**src/rtl/rv_decode_defs.svh**
```systemverilog
`ifndef RV_DECODE_DEFS_SVH
`define RV_DECODE_DEFS_SVH

// Datapath and register file
`define RV_XLEN 32
`define RV_REG_W 5

// Exception causes, mcause numbering
`define RV_ECAUSE_W 4
`define RV_CAUSE_ILLEGAL (`RV_ECAUSE_W'(2))
`define RV_CAUSE_BREAK (`RV_ECAUSE_W'(3))
`define RV_CAUSE_ECALL (`RV_ECAUSE_W'(11))

`endif

```
**src/rtl/rv_decode_pkg.sv**
```systemverilog
`include "rv_decode_defs.svh"

package rv_decode_pkg;

    typedef enum logic [6:0] {
        OPC_LUI    = 7'b0110111,
        OPC_AUIPC  = 7'b0010111,
        OPC_JAL    = 7'b1101111,
        OPC_JALR   = 7'b1100111,
        OPC_BRANCH = 7'b1100011,
        OPC_LOAD   = 7'b0000011,
        OPC_STORE  = 7'b0100011,
        OPC_OP_IMM = 7'b0010011,
        OPC_OP     = 7'b0110011,
        OPC_FENCE  = 7'b0001111,
        OPC_SYSTEM = 7'b1110011
    } opcode_e;

    // Same order as funct3 so OP and OP-IMM map directly
    typedef enum logic [2:0] {
        ALU_ADD_SUB = 3'd0,
        ALU_SLL     = 3'd1,
        ALU_SLT     = 3'd2,
        ALU_SLTU    = 3'd3,
        ALU_XOR     = 3'd4,
        ALU_SR      = 3'd5,
        ALU_OR      = 3'd6,
        ALU_AND     = 3'd7
    } alu_op_e;

    typedef enum logic [1:0] {
        SEL_REG  = 2'd0,
        SEL_IMM  = 2'd1,
        SEL_PC   = 2'd2,
        SEL_ZERO = 2'd3
    } alu_sel_e;

    typedef enum logic [1:0] {
        WB_ALU     = 2'd0,
        WB_LOAD    = 2'd1,
        WB_NEXT_PC = 2'd2
    } write_sel_e;

    typedef enum logic [2:0] {
        IMM_NONE = 3'd0,
        IMM_I    = 3'd1,
        IMM_S    = 3'd2,
        IMM_B    = 3'd3,
        IMM_U    = 3'd4,
        IMM_J    = 3'd5
    } imm_fmt_e;

    typedef struct packed {
        alu_op_e                 alu_op;
        logic                    alu_alt;     // SUB or SRA
        alu_sel_e                alu_a_sel;
        alu_sel_e                alu_b_sel;
        logic                    cmp_less;
        logic                    cmp_sign;
        logic                    cmp_negate;
        logic                    jump;
        logic                    branch;
        logic                    load;
        logic                    store;
        logic [1:0]              ls_size;     // Byte, half, word
        logic                    load_signed;
        write_sel_e              write_sel;
        logic [`RV_REG_W-1:0]    rd_addr;
        logic                    exception;
        logic [`RV_ECAUSE_W-1:0] ecause;
    } ctrl_t;

    typedef struct packed {
        logic [`RV_XLEN-1:0] pc;
        logic [`RV_XLEN-1:0] next_pc;
        logic [`RV_XLEN-1:0] rs1_data;
        logic [`RV_XLEN-1:0] rs2_data;
        logic [`RV_XLEN-1:0] imm;
        ctrl_t               ctrl;
    } ex_bundle_t;

endpackage

```
**src/rtl/imm_gen.sv**
```systemverilog
`include "rv_decode_defs.svh"

module imm_gen import rv_decode_pkg::*; (
    input  logic [`RV_XLEN-1:0] instr,
    input  imm_fmt_e            imm_fmt,
    output logic [`RV_XLEN-1:0] imm
);

    logic sign;

    assign sign = instr[31];

    always_comb begin
        case (imm_fmt)
            IMM_I: begin
                imm = {{20{sign}}, instr[31:20]};
            end
            IMM_S: begin
                imm = {{20{sign}}, instr[31:25], instr[11:7]};
            end
            IMM_B: begin
                imm = {{19{sign}}, instr[31], instr[7], instr[30:25], instr[11:8], 1'b0};
            end
            IMM_U: begin
                imm = {instr[31:12], 12'b0};
            end
            IMM_J: begin
                imm = {{11{sign}}, instr[31], instr[19:12], instr[20], instr[30:21], 1'b0};
            end
            default: begin
                imm = '0; // No immediate
            end
        endcase
    end

endmodule

```
**src/rtl/ctrl_decode.sv**
```systemverilog
`include "rv_decode_defs.svh"

module ctrl_decode import rv_decode_pkg::*; (
    input  logic [`RV_XLEN-1:0] instr,
    output ctrl_t               ctrl,
    output imm_fmt_e            imm_fmt
);

    opcode_e              opcode;
    logic [2:0]           funct3;
    logic [6:0]           funct7;
    logic [`RV_REG_W-1:0] rd;
    logic [`RV_REG_W-1:0] rs1;
    logic [`RV_REG_W-1:0] rs2;
    logic                 sys_plain;
    logic                 illegal;

    assign opcode = opcode_e'(instr[6:0]);
    assign funct3 = instr[14:12];
    assign funct7 = instr[31:25];
    assign rd     = instr[11:7];
    assign rs1    = instr[19:15];
    assign rs2    = instr[24:20];

    // ECALL and EBREAK differ only in the rs2 field
    assign sys_plain = (funct3 == 3'b000) && (rs1 == '0) && (rd == '0) && (funct7 == 7'd0);

    always_comb begin
        ctrl    = '0;
        imm_fmt = IMM_NONE;
        illegal = 1'b0;

        case (opcode)
            OPC_LUI: begin
                ctrl.alu_op    = ALU_OR;
                ctrl.alu_a_sel = SEL_ZERO;
                ctrl.alu_b_sel = SEL_IMM;
                ctrl.rd_addr   = rd;
                imm_fmt        = IMM_U;
            end
            OPC_AUIPC: begin
                ctrl.alu_op    = ALU_ADD_SUB;
                ctrl.alu_a_sel = SEL_PC;
                ctrl.alu_b_sel = SEL_IMM;
                ctrl.rd_addr   = rd;
                imm_fmt        = IMM_U;
            end
            OPC_JAL: begin
                ctrl.alu_op    = ALU_ADD_SUB;
                ctrl.alu_a_sel = SEL_PC;
                ctrl.alu_b_sel = SEL_IMM;
                ctrl.branch    = 1'b1;
                ctrl.jump      = 1'b1;
                ctrl.write_sel = WB_NEXT_PC;
                ctrl.rd_addr   = rd;
                imm_fmt        = IMM_J;
            end
            OPC_JALR: begin
                ctrl.alu_op    = ALU_ADD_SUB;
                ctrl.alu_a_sel = SEL_REG; // Target is rs1 + imm
                ctrl.alu_b_sel = SEL_IMM;
                ctrl.branch    = 1'b1;
                ctrl.jump      = 1'b1;
                ctrl.write_sel = WB_NEXT_PC;
                ctrl.rd_addr   = rd;
                imm_fmt        = IMM_I;
                illegal        = (funct3 != 3'b000);
            end
            OPC_BRANCH: begin
                ctrl.alu_op     = ALU_ADD_SUB;
                ctrl.alu_a_sel  = SEL_PC;
                ctrl.alu_b_sel  = SEL_IMM;
                ctrl.branch     = 1'b1;
                ctrl.cmp_less   = funct3[2];
                ctrl.cmp_sign   = funct3[1];
                ctrl.cmp_negate = funct3[0];
                imm_fmt         = IMM_B;
                illegal         = (funct3[2:1] == 2'b01);
            end
            OPC_LOAD: begin
                ctrl.alu_op      = ALU_ADD_SUB;
                ctrl.alu_a_sel   = SEL_REG;
                ctrl.alu_b_sel   = SEL_IMM;
                ctrl.load        = 1'b1;
                ctrl.write_sel   = WB_LOAD;
                ctrl.ls_size     = funct3[1:0];
                ctrl.load_signed = ~funct3[2]; // LBU and LHU are zero extended
                ctrl.rd_addr     = rd;
                imm_fmt          = IMM_I;
                illegal          = (funct3[1:0] == 2'b11) || (funct3 == 3'b110);
            end
            OPC_STORE: begin
                ctrl.store = 1'b1;
                imm_fmt    = IMM_S;
                illegal    = funct3[2] || (funct3[1:0] == 2'b11);
            end
            OPC_OP_IMM: begin
                ctrl.alu_op    = alu_op_e'(funct3);
                ctrl.alu_alt   = (funct3 == 3'b101) && instr[30]; // SRAI
                ctrl.alu_a_sel = SEL_REG;
                ctrl.alu_b_sel = SEL_IMM;
                ctrl.rd_addr   = rd;
                imm_fmt        = IMM_I;
            end
            OPC_OP: begin
                ctrl.alu_op    = alu_op_e'(funct3);
                ctrl.alu_alt   = instr[30];
                ctrl.alu_a_sel = SEL_REG;
                ctrl.alu_b_sel = SEL_REG;
                ctrl.rd_addr   = rd;
                illegal = !((funct7 == 7'b0000000) ||
                            (funct7 == 7'b0100000 && (funct3 == 3'b000 || funct3 == 3'b101)));
            end
            OPC_FENCE: begin
                illegal = (funct3 != 3'b000); // Otherwise a no-op
            end
            OPC_SYSTEM: begin
                if (sys_plain && rs2 == 5'd0) begin
                    ctrl.exception = 1'b1;
                    ctrl.ecause    = `RV_CAUSE_ECALL;
                end else if (sys_plain && rs2 == 5'd1) begin
                    ctrl.exception = 1'b1;
                    ctrl.ecause    = `RV_CAUSE_BREAK;
                end else begin
                    illegal = 1'b1; // CSR ops, MRET, WFI included
                end
            end
            default: begin
                illegal = 1'b1;
            end
        endcase

        // An illegal instruction must not reach memory or writeback
        if (illegal) begin
            ctrl           = '0;
            ctrl.exception = 1'b1;
            ctrl.ecause    = `RV_CAUSE_ILLEGAL;
        end
    end

endmodule

```
**src/rtl/hazard_check.sv**
```systemverilog
`include "rv_decode_defs.svh"

module hazard_check (
    input  logic [`RV_REG_W-1:0] rs1_addr,
    input  logic [`RV_REG_W-1:0] rs2_addr,
    input  logic [`RV_REG_W-1:0] hazard_rd_0,
    input  logic [`RV_REG_W-1:0] hazard_rd_1,
    output logic                 stall
);

    logic hit_0;
    logic hit_1;

    // x0 never carries a dependency
    assign hit_0 = (hazard_rd_0 != '0) &&
                   ((hazard_rd_0 == rs1_addr) || (hazard_rd_0 == rs2_addr));
    assign hit_1 = (hazard_rd_1 != '0) &&
                   ((hazard_rd_1 == rs1_addr) || (hazard_rd_1 == rs2_addr));

    assign stall = hit_0 || hit_1;

endmodule

```
**src/rtl/decode_stage.sv**
```systemverilog
`include "rv_decode_defs.svh"

module decode_stage import rv_decode_pkg::*; (
    input  logic                 clk,
    input  logic                 rst_n,
    input  logic [`RV_XLEN-1:0]  pc_in,
    input  logic [`RV_XLEN-1:0]  next_pc_in,
    input  logic [`RV_XLEN-1:0]  instr,
    input  logic                 valid_in,
    input  logic                 stall_in,
    input  logic                 invalidate,
    input  logic [`RV_REG_W-1:0] hazard_rd_0,
    input  logic [`RV_REG_W-1:0] hazard_rd_1,
    input  logic [`RV_XLEN-1:0]  rs1_data,
    input  logic [`RV_XLEN-1:0]  rs2_data,
    output logic [`RV_REG_W-1:0] rs1_select,
    output logic [`RV_REG_W-1:0] rs2_select,
    output logic                 stall_out,
    output ex_bundle_t           ex_out,
    output logic                 valid_out
);

    ctrl_t               dec_ctrl;
    imm_fmt_e            imm_fmt;
    logic [`RV_XLEN-1:0] imm;
    ex_bundle_t          ex_next;

    // Register file is read in this cycle
    assign rs1_select = instr[19:15];
    assign rs2_select = instr[24:20];

    ctrl_decode u_ctrl (
        .instr   (instr),
        .ctrl    (dec_ctrl),
        .imm_fmt (imm_fmt)
    );

    imm_gen u_imm (
        .instr   (instr),
        .imm_fmt (imm_fmt),
        .imm     (imm)
    );

    hazard_check u_hazard (
        .rs1_addr    (rs1_select),
        .rs2_addr    (rs2_select),
        .hazard_rd_0 (hazard_rd_0),
        .hazard_rd_1 (hazard_rd_1),
        .stall       (stall_out)
    );

    assign ex_next = '{
        pc:       pc_in,
        next_pc:  next_pc_in,
        rs1_data: rs1_data,
        rs2_data: rs2_data,
        imm:      imm,
        ctrl:     dec_ctrl
    };

    always_ff @(posedge clk) begin
        if (!rst_n) begin
            valid_out             <= 1'b0;
            ex_out.ctrl.exception <= 1'b0;
        end else if (!stall_in) begin
            if (stall_out || invalidate) begin
                valid_out <= 1'b0; // Bubble, payload holds
            end else begin
                ex_out    <= ex_next;
                valid_out <= valid_in;
            end
        end
    end

    // Back-pressure from execute freezes the whole register
    property p_hold_on_stall;
        @(posedge clk) disable iff (!rst_n)
            stall_in |=> ($stable(ex_out) && $stable(valid_out));
    endproperty
    a_hold_on_stall: assert property (p_hold_on_stall)
        else $error("output changed under stall_in");

    property p_flush;
        @(posedge clk) disable iff (!rst_n)
            (invalidate && !stall_in) |=> !valid_out;
    endproperty
    a_flush: assert property (p_flush)
        else $error("valid_out set after invalidate");

endmodule

```
**config.mk**
```make
export PLATFORM = sky130hd
export DESIGN_NAME = decode_stage
export DESIGN_NICKNAME = d
export VERILOG_FILES = /design/src/rtl/rv_decode_pkg.sv /design/src/rtl/imm_gen.sv /design/src/rtl/ctrl_decode.sv /design/src/rtl/hazard_check.sv /design/src/rtl/decode_stage.sv
export VERILOG_INCLUDE_DIRS = /design/src /design/src/rtl
export SDC_FILE = /design/constraint.sdc
export NUM_CORES = 1
export LEC_CHECK = 0
export BUFFER_PORTS_ARGS = -buffer_cell sky130_fd_sc_hd__buf_2
export CAP_MARGIN = 20
export CORE_AREA = 2 2 148 150
export DETAILED_ROUTE_END_ITERATION = 6
export DIE_AREA = 0 0 150 152
export GPL_TIMING_DRIVEN = 0
export RECOVER_POWER = 50
export SETUP_SLACK_MARGIN = 0.4
export SYNTH_ARGS = -nofsm -noshare
export SYNTH_HDL_FRONTEND = slang
export SYNTH_SLANG_ARGS = --single-unit
```
**constraint.sdc**
```tcl
create_clock -name clk -period 16.85 [get_ports clk]
set_input_delay 0 -clock clk [delete_from_list [all_inputs] [get_ports clk]]
set_output_delay 0 -clock clk [all_outputs]
set_load 0.05 [all_outputs]
```
# Word-level counts from Yosys, hierarchy flattened

Index checks and enable logic that the tools add are counted.

Equal/unequal tests: 26
Mux-type cells: 18
Bitwise gates (word level): 7
Reduce and logical (&&, ||, !) cells: 42

Operators by type and width:

| cell                                                | count |
|---|---|
| one-hot mux 32 bit (5 select lines)                 | 1 |
| equality test 7 x 6 -> 1 bit, second input constant | 4 |
| equality test 7 bit, second input constant          | 4 |
| equality test 5 bit                                 | 4 |
| 2-to-1 mux 5 bit                                    | 4 |
| OR reduction 2 bit                                  | 8 |
| zero test 5 bit                                     | 3 |
| one-hot mux 3 bit (5 select lines)                  | 1 |
| equality test 7 x 5 -> 1 bit, second input constant | 2 |
| equality test 3 bit, second input constant          | 4 |
| one-hot mux 4 bit (3 select lines)                  | 1 |
| OR reduction 3 bit                                  | 4 |
| nonzero test 5 bit                                  | 2 |
| logical AND 1 bit                                   | 9 |
| logical OR 1 bit                                    | 8 |
| equality test 7 x 2 -> 1 bit, second input constant | 1 |
| equality test 7 x 4 -> 1 bit, second input constant | 1 |
| zero test 7 bit                                     | 1 |
| 2-to-1 mux 1 bit                                    | 7 |
| NOT 1 bit                                           | 7 |
| one-hot mux 1 bit (7 select lines)                  | 1 |
| OR reduction 7 bit                                  | 1 |
| equality test 3 x 2 -> 1 bit, second input constant | 2 |
| one-hot mux 3 bit (2 select lines)                  | 1 |
| other kinds (12)                                    | 12 |

Bits in registers: 191
Bits of input ports: 175
Output and inout port bits: 202
Logic and storage cells: 118

# Longest topological paths before layout

Depth after elaboration: 9
Depth in mapped cells: 7

# By module

Synthesis repeated with hierarchy kept, for this count alone.

Cells, all modules: 407
Area total of the unflattened synthesis: 7116.8 um2

Modules (own cells, without submodules):

| module       | times used | cells each | area an instance (um2) | seq. area each (um2) |
|---|---|---|---|---|
| decode_stage | 1          | 209        | 5840.6                 | 5715.5 |
| ctrl_decode  | 1          | 99         | 636.9                  | 0.0 |
| imm_gen      | 1          | 66         | 390.4                  | 0.0 |
| hazard_check | 1          | 33         | 249.0                  | 0.0 |

# Worst setup path before layout

Ideal clock, no wire load.

Path type: input -> register
Start: input port hazard_rd_1[0]
End: register ex_out[0] (netlist name), enable pin
Library setup time: 738 ps
Arrival: 8611 ps
Required time: 16112 ps
Slack: 7501 ps
Cell stages on the path: 4
Path buffers: 0
Cell sequence: or4_1 > nor2_1 > o221ai_1 > nor2_1

Word-level cells in the longest chain between the ends: 7

RTL lines:

| what                              | line               | source |
|---|---|---|
| from (decl)                       | decode_stage.sv:13 | `` input logic [`RV_REG_W-1:0] hazard_rd_1, `` |
| equality test 5 bit               | hazard_check.sv:18 | `((hazard_rd_1 == rs1_addr) \|\| (hazard_rd_1 == rs2_addr));` |
| logical OR 1 bit                  | hazard_check.sv:18 |  |
| logical AND 1 bit (*)             | hazard_check.sv:17 | `assign hit_1 = (hazard_rd_1 != '0) &&` |
| logical OR 1 bit (*)              | hazard_check.sv:20 | `assign stall = hit_0 \|\| hit_1;` |
| logical OR 1 bit (*)              | decode_stage.sv:66 | `if (stall_out \|\| invalidate) begin` |
| NOT 1 bit (no line) (*)           | -                  |  |
| AND reduction 3 bit (no line) (*) | -                  |  |
| to (signal assigned)              | decode_stage.sv:69 | `ex_out <= ex_next;` |
| to (decl)                         | decode_stage.sv:19 | `output ex_bundle_t ex_out,` |

Mark *: on every way between the ends. The rest lies on a longest branch, timed or not.
A chain may end at the register's enable or synchronous reset.

# Final worst setup path

Start: input port instr[20]
End: register ex_out[150] (netlist name), enable pin

Word-level cells in the longest chain between the ends: 7

RTL lines:

| what                                   | line                                   | source |
|---|---|---|
| from (decl)                            | decode_stage.sv:8                      | `` input logic [`RV_XLEN-1:0] instr, `` |
| equality test 5 bit (on tied branches) | hazard_check.sv:16, hazard_check.sv:18 |  |
| logical OR 1 bit (on tied branches)    | hazard_check.sv:16, hazard_check.sv:18 |  |
| logical AND 1 bit (on tied branches)   | hazard_check.sv:15, hazard_check.sv:17 |  |
| logical OR 1 bit (*)                   | hazard_check.sv:20                     |  |
| logical OR 1 bit (*)                   | decode_stage.sv:66                     |  |
| NOT 1 bit (no line) (*)                | -                                      |  |
| AND reduction 3 bit (no line) (*)      | -                                      |  |

Marked as above.

==> results.yml <==
outcome:
  outcome: "complete, no violations"
clock_tree:
  clock-root-buffer: "clkbuf_16"
  clk_pin_slew_ns: 0.08
  cts_num_sinks: 189
  cts_tree: "done"
  h-tree-depth: 4
  post-cts-setup-buffers: 0
  clkLatencyLatePin_ns: 0.43
  clk_path_buf_depth: 2
  cts_made_buffers: 17
worst_setup_path:
  worstPathArrival_ns: 2.98
  criticalPathCategory: "in2reg"
  crit_path_end_kind: "register"
  r2r_slack_ns: 15.19
  reg2reg_to: "valid_out"
  worstRegToRegCells: 4
  required_ns: 16.98
  crit_fanout: 33
  rr_startpoint: "valid_out"
  startpoint_type: "input port"
logic_synthesis:
  syn_inst: 392
  synth_area_leader_cell: "edfxtp_1"
  synth_cell_type_count: 58
  synth-seq-area-share: 0.802
  synth_area_leaders: "edfxtp_1 (80%), a21o_1 (2.0%), xor2_1 (2.0%)"
  synth_flop_cell: "edfxtp_1"
  synth_seq_cells: 189
  yosysTopAreaCellShare: 0.797
  synth-edff-count: 187
  postSynthAreaPerCell_um2: 18.0
  async_flop_share: 0
  yosys_warnings: 0
  synth.cell_area_um2: 7050
global_routing:
  grt_pass1_wl_mm: 34.4
  grt_pass1_vias: 5972
  grt_remaining_overflow: 0
  grt_use_total: 0.204
  grt_max_degree: 34
  antenna_found_initial: 5
timing:
  setup_violations: 0
  finClkSkew_ns: 0
  relSlewSlack: 0.459
  timing.fmax_ghz: 0.352
  rsz0062_at_grt: "no"
  hold_violations: 0
  fin_tns_setup_ns: 0
  period_share: 0.169
  min_period_ns: 2.84
  tightest_slew_ns: 0.808
  slew_violations: 0
placement:
  gp_congestion: 0.836
  detailed_place.area_um2: 9410
  place_hpwl_mm: 16.8
  portBuffers: 373
finish:
  synthToLayoutAreaGrowth_pct: 61.8
  most-common-layout-cells: "buf_2 (217), edfxtp_1 (187), clkbuf_1 (160), dlygate4sd3_1 (157), a21o_1 (19)"
  finalInstanceArea_um2: 11400
  nNetsFinal: 1123
  final_common_cell: "buf_2"
  layout-drive-gt1-share: 0.301
  filler_cell_count: 1872
routing:
  firstDrtPassIters: 5
  avgViaCountPerCell: 4.51
  ant_nets: 0
  avgRoutedWirePerCell_um: 18.8
  route.detailed.drc: 0
  top_layer: "met4"
  vias: 5617
  met1_length_mm: 8.49
  drtIter0Drc: 301
  wl_mm: 23.5
  met3WireLength_mm: 1.84
  wl_met2_mm: 12.7
floorplanning:
  fp.dieH_um: 152
  fp-row-count: 54
  io_pins: 377
  core_um2: 21400
  dieArea_um2: 22800
  start_util: 0.330
  dieWidth_um: 150
worst_hold_path:
  hold_path_depth: 4
  min_to: "ex_out[4]"
  hp-class: "in2reg"
  min_from: "invalidate"
power:
  powerDensity_nw_per_um2: 103
  power_mw: 1.17
  cellLeakagePower_nw: 4.33
  ir_worst_vdd_mv: 0.0614
job:
  maxCapViolCount: 0
-- Yosys cell counts, types with 6 or more instances --
library cell	n
nor3_1	12
inv_1	8
nand2_1	18
nor2_1	14
edfxtp_1	187
buf_4	15
xor2_1	16
a21o_1	19
o21ai_0	9
a21oi_1	6
nor2b_1	8
nand3_1	7
-- through the flow --
step	cells	setup WS (ns)	hold slack, ns	utilization
2_1_floorplan	393	7.50	0.0989	-
3_3_place_gp	1046	3.79	0.176	0.434
3_5_place_dp	1052	13.94	0.178	0.441
4_1_cts	1241	14.03	0.0132	0.543
5_1_grt	1246	13.83	0.0590	0.534
6_report	1246	14.01	0.0298	0.534
-- where the power goes --
part           switching (mW)  internal [mW]
sequential            0.00697          0.544
combinational           0.146         0.0619
clock                   0.208          0.203
total                   0.361          0.809
-- metal layers --
metal / track usage / up-vias
met4: 0.0723 / 0
li1: - / 2629
met3: 0.0661 / 25
met1: 0.217 / 2722
met2: 0.372 / 241
met5: 0 / -
-- kinds of logic (layout without fill, tap and decap cells) --
group | count (synthesis) | count (layout) | share of synthesized area
other | 1 | 7 | 0.000532
flip-flops | 189 | 189 | 0.802
multiplexers | 2 | 2 | 0.00284
XOR/XNOR | 21 | 21 | 0.0261
buffers and inverters | 28 | 596 | 0.0254
AND/OR/NAND/NOR | 98 | 98 | 0.0829
AO/OA/AOI/OAI | 53 | 53 | 0.0598
-- area by class of cell --
| class | count | area (µm²) | share of cell area |
|---|---|---|---|
| flip-flops and latches | 189 | 5660 | 0.496 |
| repair buffers | 536 | 3380 | 0.296 |
| multi-input cells | 176 | 1220 | 0.107 |
| clock buffers | 17 | 425 | 0.0373 |
| well taps | 280 | 350 | 0.0307 |
| clock inverters | 15 | 193 | 0.0169 |
| plain buffers | 20 | 144 | 0.0126 |
| inverters | 8 | 30.0 | 0.00263 |
| diodes | 5 | 12.5 | 0.00110 |
-- sequential cells by signal, indices dropped and copies added, names as in the netlist --
signal,count
valid_out,1
ex_out,188
-- worst max-delay path by stage --
stage / startpoint / end / cells after the start
final: instr[20] / ex_out[150] / 10
after global routing: instr[17] / ex_out[150] / 10
after CTS: instr[17] / ex_out[150] / 10
after detailed placement: hazard_rd_1[0] / ex_out[146] / 8
after global placement: hazard_rd_1[0] / ex_out[75] / 5
after floorplan: hazard_rd_1[0] / ex_out[0] / 4
-- timing repair --
item                                   CTS  global route
resized for setup                        0             0
endpoints found under the hold margin  164             0
hold buffers                           157             0
setup endpoints to repair                0             0
-- worst max-delay path, stage by stage --
cell and delay (ns):
dlygate4sd3_1 0.53, buf_2 0.23, xor2_1 0.17, nor2_1 0.06
a32oi_1 0.24, o221ai_1 0.31, nor2_4 0.70, buf_12 0.28
buf_12 0.23, buf_16 0.20
Power figures use the tool's default switching activity.
